<file path="src/csr_exec_pkg.sv">
package csr_exec_pkg;

    // width of the funct3 field
    localparam int unsigned CSR_OP_W = 3;

    // csr operations, encoded as funct3
    typedef enum logic [CSR_OP_W-1:0] {
        CSRRW  = 3'd1,
        CSRRS  = 3'd2,
        CSRRC  = 3'd3,
        CSRRWI = 3'd5,
        CSRRSI = 3'd6,
        CSRRCI = 3'd7
    } csr_op_e;

    // synchronous exception causes, interrupt bit always clear
    typedef enum logic [31:0] {
        // standard illegal instruction
        CAUSE_ILLEGAL_INSN   = 32'd2,
        // environment call from machine mode
        CAUSE_ECALL_M        = 32'd11,
        // return-address stack mismatch, custom range 24..31
        CAUSE_STACK_MISMATCH = 32'd24
    } trap_cause_e;

    // mtval for traps without extra information
    localparam logic [31:0] TRAP_VALUE_NONE = 32'h0000_0000;

endpackage

</file>
<file path="src/csr_map_pkg.sv">
package csr_map_pkg;

    // data width of every csr
    localparam int unsigned XLEN = 32;

    // implemented machine-mode csr addresses
    typedef enum logic [11:0] {
        CSR_MSTATUS  = 12'h300,
        CSR_MISA     = 12'h301,
        CSR_MIE      = 12'h304,
        CSR_MTVEC    = 12'h305,
        CSR_MSCRATCH = 12'h340,
        CSR_MEPC     = 12'h341,
        CSR_MCAUSE   = 12'h342,
        CSR_MTVAL    = 12'h343,
        CSR_MIP      = 12'h344,
        CSR_MCYCLE   = 12'hB00,
        CSR_MHARTID  = 12'hF14
    } csr_addr_e;

    // top two address bits both set means read-only space
    localparam logic [1:0] CSR_RO_PREFIX = 2'b11;

    // misa: mxl = 1 (32-bit), extension i
    localparam logic [XLEN-1:0] MISA_VALUE = 32'h4000_0100;

    // mstatus field positions
    localparam int unsigned MSTATUS_MIE     = 3;
    localparam int unsigned MSTATUS_MPIE    = 7;
    localparam int unsigned MSTATUS_MPP_LSB = 11;
    // mpp hardwired to machine mode
    localparam logic [1:0]  MSTATUS_MPP_M   = 2'b11;

    // writable mie bits: msie, mtie, meie
    localparam logic [XLEN-1:0] MIE_MASK        = 32'h0000_0888;
    // mtvec bit 1 is reserved, mode stays in bit 0
    localparam logic [XLEN-1:0] MTVEC_WMASK     = 32'hFFFF_FFFD;
    localparam logic [XLEN-1:0] MTVEC_BASE_MASK = 32'hFFFF_FFFC;
    // ialign 32, low two bits of mepc always zero
    localparam logic [XLEN-1:0] MEPC_WMASK      = 32'hFFFF_FFFC;

    // single hart
    localparam logic [XLEN-1:0] HART_ID         = 32'h0000_0000;
    // reset value of every stored register
    localparam logic [XLEN-1:0] CSR_RESET_VALUE = 32'h0000_0000;

endpackage

</file>
<file path="src/csr_alu.sv">
`timescale 1ns/1ps

module csr_alu
    import csr_exec_pkg::*;
(
    input  csr_op_e     csr_op,
    input  logic        csr_src_zero,
    input  logic [31:0] old_value,
    input  logic [31:0] operand,
    output logic [31:0] new_value,
    output logic        write_req
);

    // operand already holds rs1 or the zero-extended uimm
    always_comb begin
        new_value = old_value;
        write_req = 1'b0;
        case (csr_op)
            // plain replace, always writes
            CSRRW,
            CSRRWI: begin
                new_value = operand;
                write_req = 1'b1;
            end
            // set bits
            CSRRS,
            CSRRSI: begin
                new_value = old_value | operand;
                // x0 / zero uimm means pure read
                write_req = ~csr_src_zero;
            end
            // clear bits
            CSRRC,
            CSRRCI: begin
                new_value = old_value & ~operand;
                write_req = ~csr_src_zero;
            end
            // reserved funct3, no write
            default: begin
                new_value = old_value;
                write_req = 1'b0;
            end
        endcase
    end

endmodule

</file>
<file path="src/csr_regfile.sv">
`timescale 1ns/1ps

module csr_regfile
    import csr_map_pkg::*;
    import csr_exec_pkg::*;
(
    input  logic            bus,
    input  logic            rst,
    input  logic            csr_valid,
    input  logic [11:0]     csr_addr,
    // instruction write port
    input  logic            write_req,
    input  logic [XLEN-1:0] new_value,
    // trap and mret update port
    input  logic            take_trap,
    input  trap_cause_e     trap_cause,
    input  logic [XLEN-1:0] trap_value,
    input  logic [XLEN-1:0] pc,
    input  logic            do_mret,
    // outputs
    output logic [XLEN-1:0] old_value,
    output logic            illegal,
    output logic [XLEN-1:0] mtvec_base,
    output logic [XLEN-1:0] mepc_value
);

    // mstatus state, only the two enable bits are stored
    logic            status_mie;
    logic            status_mpie;
    logic [XLEN-1:0] mstatus_value;

    // plain storage
    logic [XLEN-1:0] mie_q;
    logic [XLEN-1:0] mtvec_q;
    logic [XLEN-1:0] mscratch_q;
    logic [XLEN-1:0] mepc_q;
    logic [XLEN-1:0] mcause_q;
    logic [XLEN-1:0] mtval_q;
    logic [XLEN-1:0] mcycle_q;

    // decode results
    logic            mapped;
    logic            read_only;
    logic            wr_en;

    // assemble mstatus from stored bits and the fixed mpp field
    always_comb begin
        mstatus_value                         = '0;
        mstatus_value[MSTATUS_MIE]            = status_mie;
        mstatus_value[MSTATUS_MPIE]           = status_mpie;
        mstatus_value[MSTATUS_MPP_LSB +: 2]   = MSTATUS_MPP_M;
    end

    // read mux, shows contents before this cycle's write
    always_comb begin
        mapped    = 1'b1;
        old_value = '0;
        case (csr_addr)
            CSR_MSTATUS:  old_value = mstatus_value;
            CSR_MISA:     old_value = MISA_VALUE;
            CSR_MIE:      old_value = mie_q;
            CSR_MTVEC:    old_value = mtvec_q;
            CSR_MSCRATCH: old_value = mscratch_q;
            CSR_MEPC:     old_value = mepc_q;
            CSR_MCAUSE:   old_value = mcause_q;
            CSR_MTVAL:    old_value = mtval_q;
            // no interrupt sources
            CSR_MIP:      old_value = '0;
            CSR_MCYCLE:   old_value = mcycle_q;
            CSR_MHARTID:  old_value = HART_ID;
            // unmapped address
            default: begin
                mapped    = 1'b0;
                old_value = '0;
            end
        endcase
    end

    // legality check
    assign read_only = (csr_addr[11:10] == CSR_RO_PREFIX);
    assign illegal   = csr_valid & (~mapped | (write_req & read_only));

    // a trap in the same cycle drops the instruction write
    assign wr_en = csr_valid & write_req & ~take_trap;

    // handler base and return address for trap control
    assign mtvec_base = mtvec_q & MTVEC_BASE_MASK;
    assign mepc_value = mepc_q;

    always_ff @(posedge bus) begin
        if (rst) begin
            status_mie  <= 1'b0;
            status_mpie <= 1'b0;
            mie_q       <= CSR_RESET_VALUE;
            mtvec_q     <= CSR_RESET_VALUE;
            mscratch_q  <= CSR_RESET_VALUE;
            mepc_q      <= CSR_RESET_VALUE;
            mcause_q    <= CSR_RESET_VALUE;
            mtval_q     <= CSR_RESET_VALUE;
            mcycle_q    <= CSR_RESET_VALUE;
        end else begin
            // free-running, a write below overrides this
            mcycle_q <= mcycle_q + 32'd1;

            // masked instruction writes
            if (wr_en) begin
                case (csr_addr)
                    CSR_MSTATUS: begin
                        status_mie  <= new_value[MSTATUS_MIE];
                        status_mpie <= new_value[MSTATUS_MPIE];
                    end
                    CSR_MIE:      mie_q      <= new_value & MIE_MASK;
                    CSR_MTVEC:    mtvec_q    <= new_value & MTVEC_WMASK;
                    CSR_MSCRATCH: mscratch_q <= new_value;
                    CSR_MEPC:     mepc_q     <= new_value & MEPC_WMASK;
                    CSR_MCAUSE:   mcause_q   <= new_value;
                    CSR_MTVAL:    mtval_q    <= new_value;
                    // counter takes the written value, no increment
                    CSR_MCYCLE:   mcycle_q   <= new_value;
                    // misa and mip writes are legal and ignored
                    default: ;
                endcase
            end

            // trap entry, overrides any mstatus field update
            if (take_trap) begin
                mepc_q      <= pc;
                mcause_q    <= trap_cause;
                mtval_q     <= trap_value;
                status_mpie <= status_mie;
                status_mie  <= 1'b0;
            end else if (do_mret) begin
                // restore enable, mpie back to one
                status_mie  <= status_mpie;
                status_mpie <= 1'b1;
            end
        end
    end

endmodule

</file>
<file path="src/csr_unit.sv">
`timescale 1ns/1ps

module csr_unit
    import csr_exec_pkg::*;
(
    input  logic        bus,
    input  logic        rst,
    // csr instruction
    input  logic        csr_valid,
    input  csr_op_e     csr_op,
    input  logic [11:0] csr_addr,
    input  logic [31:0] csr_operand,
    input  logic        csr_src_zero,
    // trap and return strobes
    input  logic        ecall,
    input  logic        stack_mismatch,
    input  logic [31:0] mismatch_addr,
    input  logic        mret,
    input  logic [31:0] pc,
    // results
    output logic [31:0] csr_rdata,
    output logic        csr_illegal,
    output logic        redirect,
    output logic [31:0] redirect_pc
);

    // alu <-> regfile
    logic [31:0] old_value;
    logic [31:0] new_value;
    logic        write_req;
    // regfile <-> trap control
    logic        illegal;
    logic        take_trap;
    logic        do_mret;
    trap_cause_e trap_cause;
    logic [31:0] trap_value;
    logic [31:0] mtvec_base;
    logic [31:0] mepc_value;

    // read data is the pre-write value
    assign csr_rdata   = old_value;
    assign csr_illegal = illegal;

    csr_alu u_alu (
        .csr_op       (csr_op),
        .csr_src_zero (csr_src_zero),
        .old_value    (old_value),
        .operand      (csr_operand),
        .new_value    (new_value),
        .write_req    (write_req)
    );

    csr_regfile u_regfile (
        .bus        (bus),
        .rst        (rst),
        .csr_valid  (csr_valid),
        .csr_addr   (csr_addr),
        .write_req  (write_req),
        .new_value  (new_value),
        .take_trap  (take_trap),
        .trap_cause (trap_cause),
        .trap_value (trap_value),
        .pc         (pc),
        .do_mret    (do_mret),
        .old_value  (old_value),
        .illegal    (illegal),
        .mtvec_base (mtvec_base),
        .mepc_value (mepc_value)
    );

    trap_ctrl u_trap_ctrl (
        .ecall          (ecall),
        .stack_mismatch (stack_mismatch),
        .mret           (mret),
        .illegal        (illegal),
        .mismatch_addr  (mismatch_addr),
        .csr_addr       (csr_addr),
        .mtvec_base     (mtvec_base),
        .mepc_value     (mepc_value),
        .take_trap      (take_trap),
        .do_mret        (do_mret),
        .trap_cause     (trap_cause),
        .trap_value     (trap_value),
        .redirect       (redirect),
        .redirect_pc    (redirect_pc)
    );

endmodule

</file>
<file path="src/trap_ctrl.sv">
`timescale 1ns/1ps

module trap_ctrl
    import csr_exec_pkg::*;
(
    input  logic        ecall,
    input  logic        stack_mismatch,
    input  logic        mret,
    input  logic        illegal,
    input  logic [31:0] mismatch_addr,
    input  logic [11:0] csr_addr,
    input  logic [31:0] mtvec_base,
    input  logic [31:0] mepc_value,
    output logic        take_trap,
    output logic        do_mret,
    output trap_cause_e trap_cause,
    output logic [31:0] trap_value,
    output logic        redirect,
    output logic [31:0] redirect_pc
);

    // fixed priority: stack mismatch, illegal csr, ecall
    always_comb begin
        take_trap  = 1'b1;
        trap_cause = CAUSE_ECALL_M;
        trap_value = TRAP_VALUE_NONE;
        if (stack_mismatch) begin
            // offending return address goes to mtval
            trap_cause = CAUSE_STACK_MISMATCH;
            trap_value = mismatch_addr;
        end else if (illegal) begin
            // faulting csr number, zero-extended
            trap_cause = CAUSE_ILLEGAL_INSN;
            trap_value = {20'h0_0000, csr_addr};
        end else if (ecall) begin
            trap_cause = CAUSE_ECALL_M;
            trap_value = TRAP_VALUE_NONE;
        end else begin
            take_trap  = 1'b0;
        end
    end

    // mret loses to any trap in the same cycle
    assign do_mret = mret & ~take_trap;

    // fetch redirect, same cycle as the request
    assign redirect = take_trap | do_mret;

    // handler base on a trap, return address on mret
    always_comb begin
        if (take_trap) begin
            redirect_pc = mtvec_base;
        end else if (do_mret) begin
            redirect_pc = mepc_value;
        end else begin
            // idle
            redirect_pc = '0;
        end
    end

endmodule
</file>
<file path="config.mk">
export PLATFORM = sky130hd
export DESIGN_NAME = csr_unit
export DESIGN_NICKNAME = d
export VERILOG_FILES = /design/src/csr_exec_pkg.sv /design/src/csr_map_pkg.sv /design/src/csr_alu.sv /design/src/csr_regfile.sv /design/src/csr_unit.sv /design/src/trap_ctrl.sv
export SDC_FILE = /design/constraint.sdc
export NUM_CORES = 1
export LEC_CHECK = 0
export ABC_CLOCK_PERIOD_IN_PS = 4460
export BUFFER_PORTS_ARGS = -buffer_cell sky130_fd_sc_hd__buf_2
export CORE_UTILIZATION = 58
export DETAILED_ROUTE_END_ITERATION = 7
export PLACE_DENSITY = 0.81
export SLEW_MARGIN = 20
export SYNTH_ARGS = -nofsm -noshare
export SYNTH_HDL_FRONTEND = slang
export SYNTH_SLANG_ARGS = --single-unit
</file>
<file path="constraint.sdc">
create_clock -name bus -period 4.46 [get_ports bus]
set_clock_uncertainty 0.05 [all_clocks]
set_input_delay 0.892 -clock bus [delete_from_list [all_inputs] [get_ports bus]]
set_output_delay 0.892 -clock bus [all_outputs]
set_load 0.03 [all_outputs]
</file>
# --- Yosys cells after proc, flatten, opt, wreduce, memory -nomap -nowiden ---
# Cells that the tools add are included.
totals:
  rom_bits: 0
  memories: 0
  wordCells: 94
  reg_bits: 196
  inputBits: 118
  latchBits: 0
  output_inout_bits: 66
  ramBits: 0
classes:
  add_sub_neg: 1
  bitwise_logic: 13
  muxes: 31
  n_mul: 0
  n_eq_ne: 18
  div_mod_pow: 0
  n_reduce_logical: 22
  magnitude_cmp: 0
  n_shift: 0
op_table:
  columns: ["op", "count"]
  rows:
  - ["$mux 32", 15]
  - ["$pmux 32 s9", 1]
  - ["$eq 12x10->1 const B", 9]
  - ["$pmux 32 s3", 1]
  - ["$add 32x1->32 const B", 1]
  - ["$and 32x32->32", 1]
  - ["$not 32->32", 1]
  - ["$or 32x32->32", 1]
  - ["$eq 12x12->1 const B", 2]
  - ["$reduce_and 2->1", 8]
  - ["$mux 12", 1]
  - ["$reduce_bool 2->1", 6]
  - ["$mux 1", 11]
  - ["$reduce_or 11->1", 1]
  - ["$eq 3x3->1 const B", 3]
  - ["$reduce_or 2->1", 4]
  - ["$eq 3x2->1 const B", 2]
  - ["$reduce_bool 3->1", 2]
  - ["$and 1x1->1", 5]
  - ["$mux 4", 1]
  - ["$reduce_or 4->1", 1]
  - ["$eq 3x1->1 const B", 1]
  - ["$not 1->1", 3]
  - ["$eq 2x2->1 const B", 1]
  - ["other kinds (2)", 3]

# --- Logic depth before layout (Yosys ltp) ---
depth:
  word_depth: 13
  depth_mapped: 12
  depth_no_buf: 7

# --- By module ---
# From an unflattened synthesis, not the netlist that was laid out.
unflattened:
  cells_unflattened: 1669
  hier_area_um2: 12339.3
by_module_without_submodules:
  columns: ["module", "cells_each", "instances", "seq_area_each_um2", "area_per_inst_um2"]
  rows:
  - ["csr_regfile", 1332, 1, 3923.8, 10156.0]
  - ["trap_ctrl", 193, 1, 0.0, 1177.4]
  - ["csr_alu", 144, 1, 0.0, 1006.0]

# --- Least setup slack after synthesis ---
# OpenSTA, ideal clock, no wires.
synth_path:
  path_kind: "input -> output"
  from: "input port csr_op[1]"
  to: "output port redirect_pc[10]"
  slack_ns: 0.375
  n_path_buf: 4
  arrival_time_ns: 3.143
  stages: 10
  t_required_ns: 3.518
  cell_sequence: "clkbuf_1 or2_2 buf_2 nand3_1 o22a_2 o21ai_2 clkbuf_1 clkbuf_1 nand2_1 o21ai_0"
synth_between:
  elab_chain_len: 12
  word_cells_on_any_way: 18
  classes_between: "6 x eq/ne; 5 x mux; 5 x bitwise; 2 x reduce/logical"
synth_lines:
  columns: ["item", "line_no", "source"]
  rows:
  - ["start, declared", "csr_unit.sv:10", "input csr_op_e csr_op,"]
  - ["$eq 3x2->1 (tied with other cells)", "csr_alu.sv:18", "case (csr_op)"]
  - ["$reduce_or 4->1 (no source line) / $reduce_or 2->1 (equally long branches)", null, null]
  - ["$pmux 1 s2 *", "csr_alu.sv:18", null]
  - ["$and 1x1->1 *", "csr_regfile.sv:81", "assign illegal = csr_valid & (~mapped | (write_req & read_only));"]
  - ["$or 1x1->1 *", "csr_regfile.sv:81", null]
  - ["$and 1x1->1 *", "csr_regfile.sv:81", null]
  - ["$mux 1 *", "trap_ctrl.sv:31", "end else if (illegal) begin"]
  - ["$mux 1 *", "trap_ctrl.sv:27", "if (stack_mismatch) begin"]
  - ["$not 1->1", "trap_ctrl.sv:44", "assign do_mret = mret & ~take_trap;"]
  - ["$and 1x1->1", "trap_ctrl.sv:44", null]
  - ["$mux 32", "trap_ctrl.sv:53", "end else if (do_mret) begin"]
  - ["$mux 32 *", "trap_ctrl.sv:51", "if (take_trap) begin"]
  - ["end, declared", "csr_unit.sv:24", "output logic [31:0] redirect_pc"]
# Every way passes the cells marked *; elsewhere a longest branch is shown, timed or not.

# --- Worst setup path in the final report ---
layout_path:
  from: "input port csr_addr[2]"
  to: "output port redirect_pc[17]"
layout_between:
  elab_chain_len: 12
  word_cells_on_any_way: 22
  classes_between: "11 x eq/ne; 5 x mux; 5 x bitwise; 1 x reduce/logical"
layout_lines:
  columns: ["item", "line_no", "source"]
  rows:
  - ["start, declared", "csr_unit.sv:11", "input logic [11:0] csr_addr,"]
  - ["$eq 12x10->1 / $eq 12x12->1 (equally long branches)", "csr_regfile.sv:58", "case (csr_addr)"]
  - ["$reduce_or 11->1 (no source line) *", null, null]
  - ["$mux 1 *", "csr_regfile.sv:58", null]
  - ["$not 1->1 *", "csr_regfile.sv:81", null]
  - ["$or 1x1->1 *", "csr_regfile.sv:81", null]
  - ["$and 1x1->1 *", "csr_regfile.sv:81", null]
  - ["$mux 1 *", "trap_ctrl.sv:31", null]
  - ["$mux 1 *", "trap_ctrl.sv:27", null]
  - ["$not 1->1", "trap_ctrl.sv:44", null]
  - ["$and 1x1->1", "trap_ctrl.sv:44", null]
  - ["$mux 32", "trap_ctrl.sv:53", null]
  - ["$mux 32 *", "trap_ctrl.sv:51", null]
# Marks and branches as above.

==> results.md <==
- During synthesis, Yosys emitted a total of 0 warnings.
- The distinct cell type count after synthesis is 79.
- The sequential share of power is 45.3%.
- The max-slew violation count is 0.
- The worst max-slew margin expressed relative to the limit is 26.1%.
- Clock-pin slew was measured on the worst setup and hold paths at 0.07 ns.
- STA classifies the critical path startpoint as an input pin.
- Data arrives at the worst endpoint at 3.36 ns.
- Walking the worst path, the cells encountered are buf_2 > or3b_2 > o41ai_4 > o22a_2 > o21ai_4 > buf_4 > o21ai_0 > buf_2.
- The post-route cell area is 0.0138 mm².
- The share of the yosys chip area belonging to registers is 32.7%.
- The area of the mapped netlist is 0.0120 mm².
- A synthesized cell averages 7.80 µm².
- Entering global routing, the biggest net connects 83 pins.
- The die area is 0.0213 mm².
- Buffers inserted to repair hold after CTS numbered 0.
- Gates resized during post-CTS repair numbered 0.
- The longest individual stage delay on the worst path is 0.55 ns.
- VDD sags by at most 277 µV.
- The detail-routed net length per standard cell is 23.0 µm.
- Hold timing on the final database bottoms out at a slack of 0.403 ns.
- The routed design has 44500 µm of wire.
- Summed over its instances, the top area cell type makes up 32.7% of the synthesized netlist area.
- The worst setup path is captured at a primary output.
- The final antenna diode count is 0.
- Measured along the x axis, the die boundary spans 146 µm.
- The final hold violation count is 0.
- The congestion estimate from routability-driven global placement came to 0.968.
- The most instantiated flip-flop cell in the synthesis netlist is sky130_fd_sc_hd__dfxtp_1.
- The first global-routing pass estimated 68000 µm of wire.
- Power spread over the standard cell area amounts to 291 mW/mm².
- The initial antenna violation count is 1.
- The number of top-level pins is 184.
- Setup violations remaining at the end of the flow were counted as 0.
- By instance count, the cell type seen most on the critical path is sky130_fd_sc_hd__buf_2.
- The post-synthesis net count is 1657.
- The post-place setup slack is 0.248 ns.
- The synthesized design contains 0 enable-type register cells.
- The most frequent standard cell in the layout excluding fill and tap cells is sky130_fd_sc_hd__nand2_1.
- Timing would allow up to 0.233 GHz.
- The number of filler cells placed in the layout is 1709.
- The total negative slack for setup checks is 0 ns.
- The area of the core is 0.0202 mm².
- The initial core utilization is 59.3%.
- The number of CTS-inserted buffers is 17.
- After technology mapping, the gate count stands at 1538.
- The worst setup path category is input pin to primary output.
- After the first detailed-routing iteration, the DRC count stood at 1849.
- The non-filler instance count after layout is 1936.
- TritonCTS built the clock tree.
- The worst hold path belongs to the class flip-flop to flip-flop.
- The cell type with the highest aggregate area in the netlist is sky130_fd_sc_hd__dfxtp_1.
- The post-layout worst setup margin is 0.160 ns.
- The run finished with clean final reports.
- The total iterations of the first detailed-routing run is 6.
- The tool flagged a number of max-cap violations equal to 0.
- The number of vias in the routed layout is 13200.
- Row generation in the floorplan step produced 52 rows.
- The leakage dissipation is 5.34 nW.
- The via count of the first global-routing pass is 11900.
- Setup repair after global routing left no endpoint under its margin.
- The global-route congestion overflow total is 0.
- The library cells used most frequently in the layout, excluding fill and tap cells, are 232 x sky130_fd_sc_hd__nand2_1, 196 x sky130_fd_sc_hd__dfxtp_1, 182 x sky130_fd_sc_hd__buf_2, 138 x sky130_fd_sc_hd__a21oi_1, 119 x sky130_fd_sc_hd__nor2_1.
- For the worst setup path, the data required time is 3.52 ns.
- By area the synthesized netlist is led by sky130_fd_sc_hd__dfxtp_1 33%, sky130_fd_sc_hd__nand2_1 7.3%, sky130_fd_sc_hd__a21oi_1 5.8%.
- The slowest stage of the critical path belongs to the cell sky130_fd_sc_hd__or3b_2.
- The highest net fanout along the worst path is 22.
- The count of nets left with antenna violations once routing finished came out at 0.
- In this run the post-CTS setup repair buffer count came out at 0.
- The slew at the pin with the worst max-slew slack is 1.10 ns.
- The cell sitting at the root of the clock tree is a sky130_fd_sc_hd__clkbuf_16.
- Summing all flip-flop and latch instances after layout gives 0.00392 mm².
- The clock tree synthesis step divided the H-tree into 4 levels.
- In this run the tool buffered the top-level ports with 182 buffer cells.
- The clock reaches the later pin of the worst-skew pair after 0.46 ns.
- The total net switching power is 1.18 mW.
- The kind of cell with the highest combined delay on the critical path is compound AO/OA/AOI/OAI gates.
- In this run the deepest clock path goes through 2 buffers.
- The flop-to-flop setup slack is 1.78 ns.
- The fraction of power consumed by the clock network is 40.8%.
- The synthesis-stage register bit count is 196.
- The placed wire-length estimate is 30100 µm.
- The portion of the clock cycle consumed by the worst path in the final layout is 96.4%.
- The per-cell via count in the routed design is 6.84.
- For this run, the post-layout net count is 1772.
- Global routing used 41.2% of the available tracks.
- Measured along the y axis, the die boundary spans 146 µm.
- The signed area change from the synthesized netlist to the final layout is 15.0%.
- The layout cell share with drive strength beyond 1 is 21.2%.
- Net switching is 29.4% of the power.
- The worst path buffer plus inverter count is 3.
- In the final layout, the multi-input gates occupy 0.00741 mm².
- The total clock sinks is 196.
- The internal portion of the total power is 2.84 mW.
- Once placement completed, the tool counted placed cells totaling 1904.
- After detailed routing, the number of remaining DRC violations is 0.
- The placed instances occupy a cell area of 0.0132 mm².
- The time the worst path needs with I/O delays and setup is 4.30 ns.
- Combinational cells account for 13.9% of the total power.
- For this run, asynchronously set or reset flops after synthesis account for 0%.
## layout make-up
| class | count | share of cell area (%) |
|---|---|---|
| sequential | 196 | 28.4 |
| multi-input combinational | 1175 | 53.7 |
| tap | 270 | 2.45 |
| timing repair buffer | 244 | 10.4 |
| clock buffer | 17 | 3.08 |
| clock inverter | 15 | 1.38 |
| inverter | 19 | 0.517 |
## metrics by stage
stage | utilization, % | power (mW)
after floorplan | - | 2.18
after global placement | 65.1 | 2.39
after detailed placement | 65.1 | 2.40
after CTS | 68.1 | 4.00
after global routing | 68.2 | 4.13
final | 68.2 | 4.02
## final timing paths
kind / startpoint / to / cells after the start
max reg2reg: u_regfile.mcycle_q[4] / u_regfile.mcycle_q[31] / 6
min reg2reg: u_regfile.mcause_q[31] / u_regfile.mcause_q[31] / 2
min: u_regfile.mcause_q[31] / u_regfile.mcause_q[31] / 2
max: csr_addr[2] / redirect_pc[17] / 8
## worst register-to-register path: stages, from the launching register on
cell,delay [ns]
sky130_fd_sc_hd__dfxtp_1,0.59
sky130_fd_sc_hd__nand3_1,0.25
sky130_fd_sc_hd__nor3_1,0.84
sky130_fd_sc_hd__nand4_1,0.36
sky130_fd_sc_hd__xnor2_1,0.23
sky130_fd_sc_hd__nor2_1,0.06
sky130_fd_sc_hd__a211oi_1,0.22
## state kept, by name (all words and copies together), names as in the netlist
| name | flops |
|---|---|
| u_regfile.status_mpie | 1 |
| u_regfile.status_mie | 1 |
| u_regfile.mtvec_q | 31 |
| u_regfile.mcause_q | 32 |
| u_regfile.mscratch_q | 32 |
| u_regfile.mtval_q | 32 |
| u_regfile.mepc_value | 32 |
| u_regfile.mie_q | 3 |
| u_regfile.mcycle_q | 32 |
## synth_stat cells, types with 6 or more instances
cell / number
sky130_fd_sc_hd__or3_1: 6
sky130_fd_sc_hd__dfxtp_1: 196
sky130_fd_sc_hd__a31oi_1: 16
sky130_fd_sc_hd__o221ai_2: 9
sky130_fd_sc_hd__o31ai_1: 14
sky130_fd_sc_hd__clkbuf_1: 96
sky130_fd_sc_hd__o221ai_1: 8
sky130_fd_sc_hd__xor2_1: 24
sky130_fd_sc_hd__nand2b_1: 25
sky130_fd_sc_hd__a21oi_1: 138
sky130_fd_sc_hd__nor2_1: 119
sky130_fd_sc_hd__xnor2_1: 33
sky130_fd_sc_hd__and4_1: 11
sky130_fd_sc_hd__buf_1: 9
sky130_fd_sc_hd__a211oi_2: 7
sky130_fd_sc_hd__nor3_1: 28
sky130_fd_sc_hd__o211ai_1: 6
sky130_fd_sc_hd__nand4_1: 42
sky130_fd_sc_hd__nand3_1: 39
sky130_fd_sc_hd__mux2i_1: 10
sky130_fd_sc_hd__mux4_2: 19
sky130_fd_sc_hd__o21a_1: 6
sky130_fd_sc_hd__mux2_2: 13
sky130_fd_sc_hd__a211o_1: 9
sky130_fd_sc_hd__and3_1: 14
sky130_fd_sc_hd__a22o_1: 23
sky130_fd_sc_hd__nor4_1: 25
sky130_fd_sc_hd__nand2_1: 232
sky130_fd_sc_hd__a22oi_1: 9
sky130_fd_sc_hd__inv_1: 18
sky130_fd_sc_hd__o21ai_0: 106
sky130_fd_sc_hd__and2_1: 7
sky130_fd_sc_hd__o22ai_1: 11
sky130_fd_sc_hd__a221oi_1: 18
sky130_fd_sc_hd__a222oi_1: 9
sky130_fd_sc_hd__a211oi_1: 63
sky130_fd_sc_hd__buf_2: 34
sky130_fd_sc_hd__nor2b_1: 7
## cells by family (layout without fill, tap and decap cells)
family,after synthesis,count (layout),share of synthesized area (%)
adder cells (fa/ha/maj),1,1,0.104
XOR/XNOR,57,57,4.16
multiplexers,42,42,5.62
AND/OR/NAND/NOR,582,582,23.1
flip-flops,196,196,32.7
AO/OA/AOI/OAI,493,493,28.3
buffers and inverters,167,295,5.95
## power groups by stage
stage	registers [mW]	logic [mW]	clock network (mW)
final	1.82	0.560	1.64
after CTS	1.82	0.540	1.64
after global placement	1.86	0.528	0
after detailed placement	1.86	0.536	0
after global routing	1.83	0.590	1.71
after floorplan	1.85	0.334	0
## metal layers
metal	wire length [µm]	global-route usage, %
met4	1720	16.4
met5	0	0
met2	18800	60.1
met3	6000	10.3
met1	17900	57.9
(Power assumes the default switching activity.)
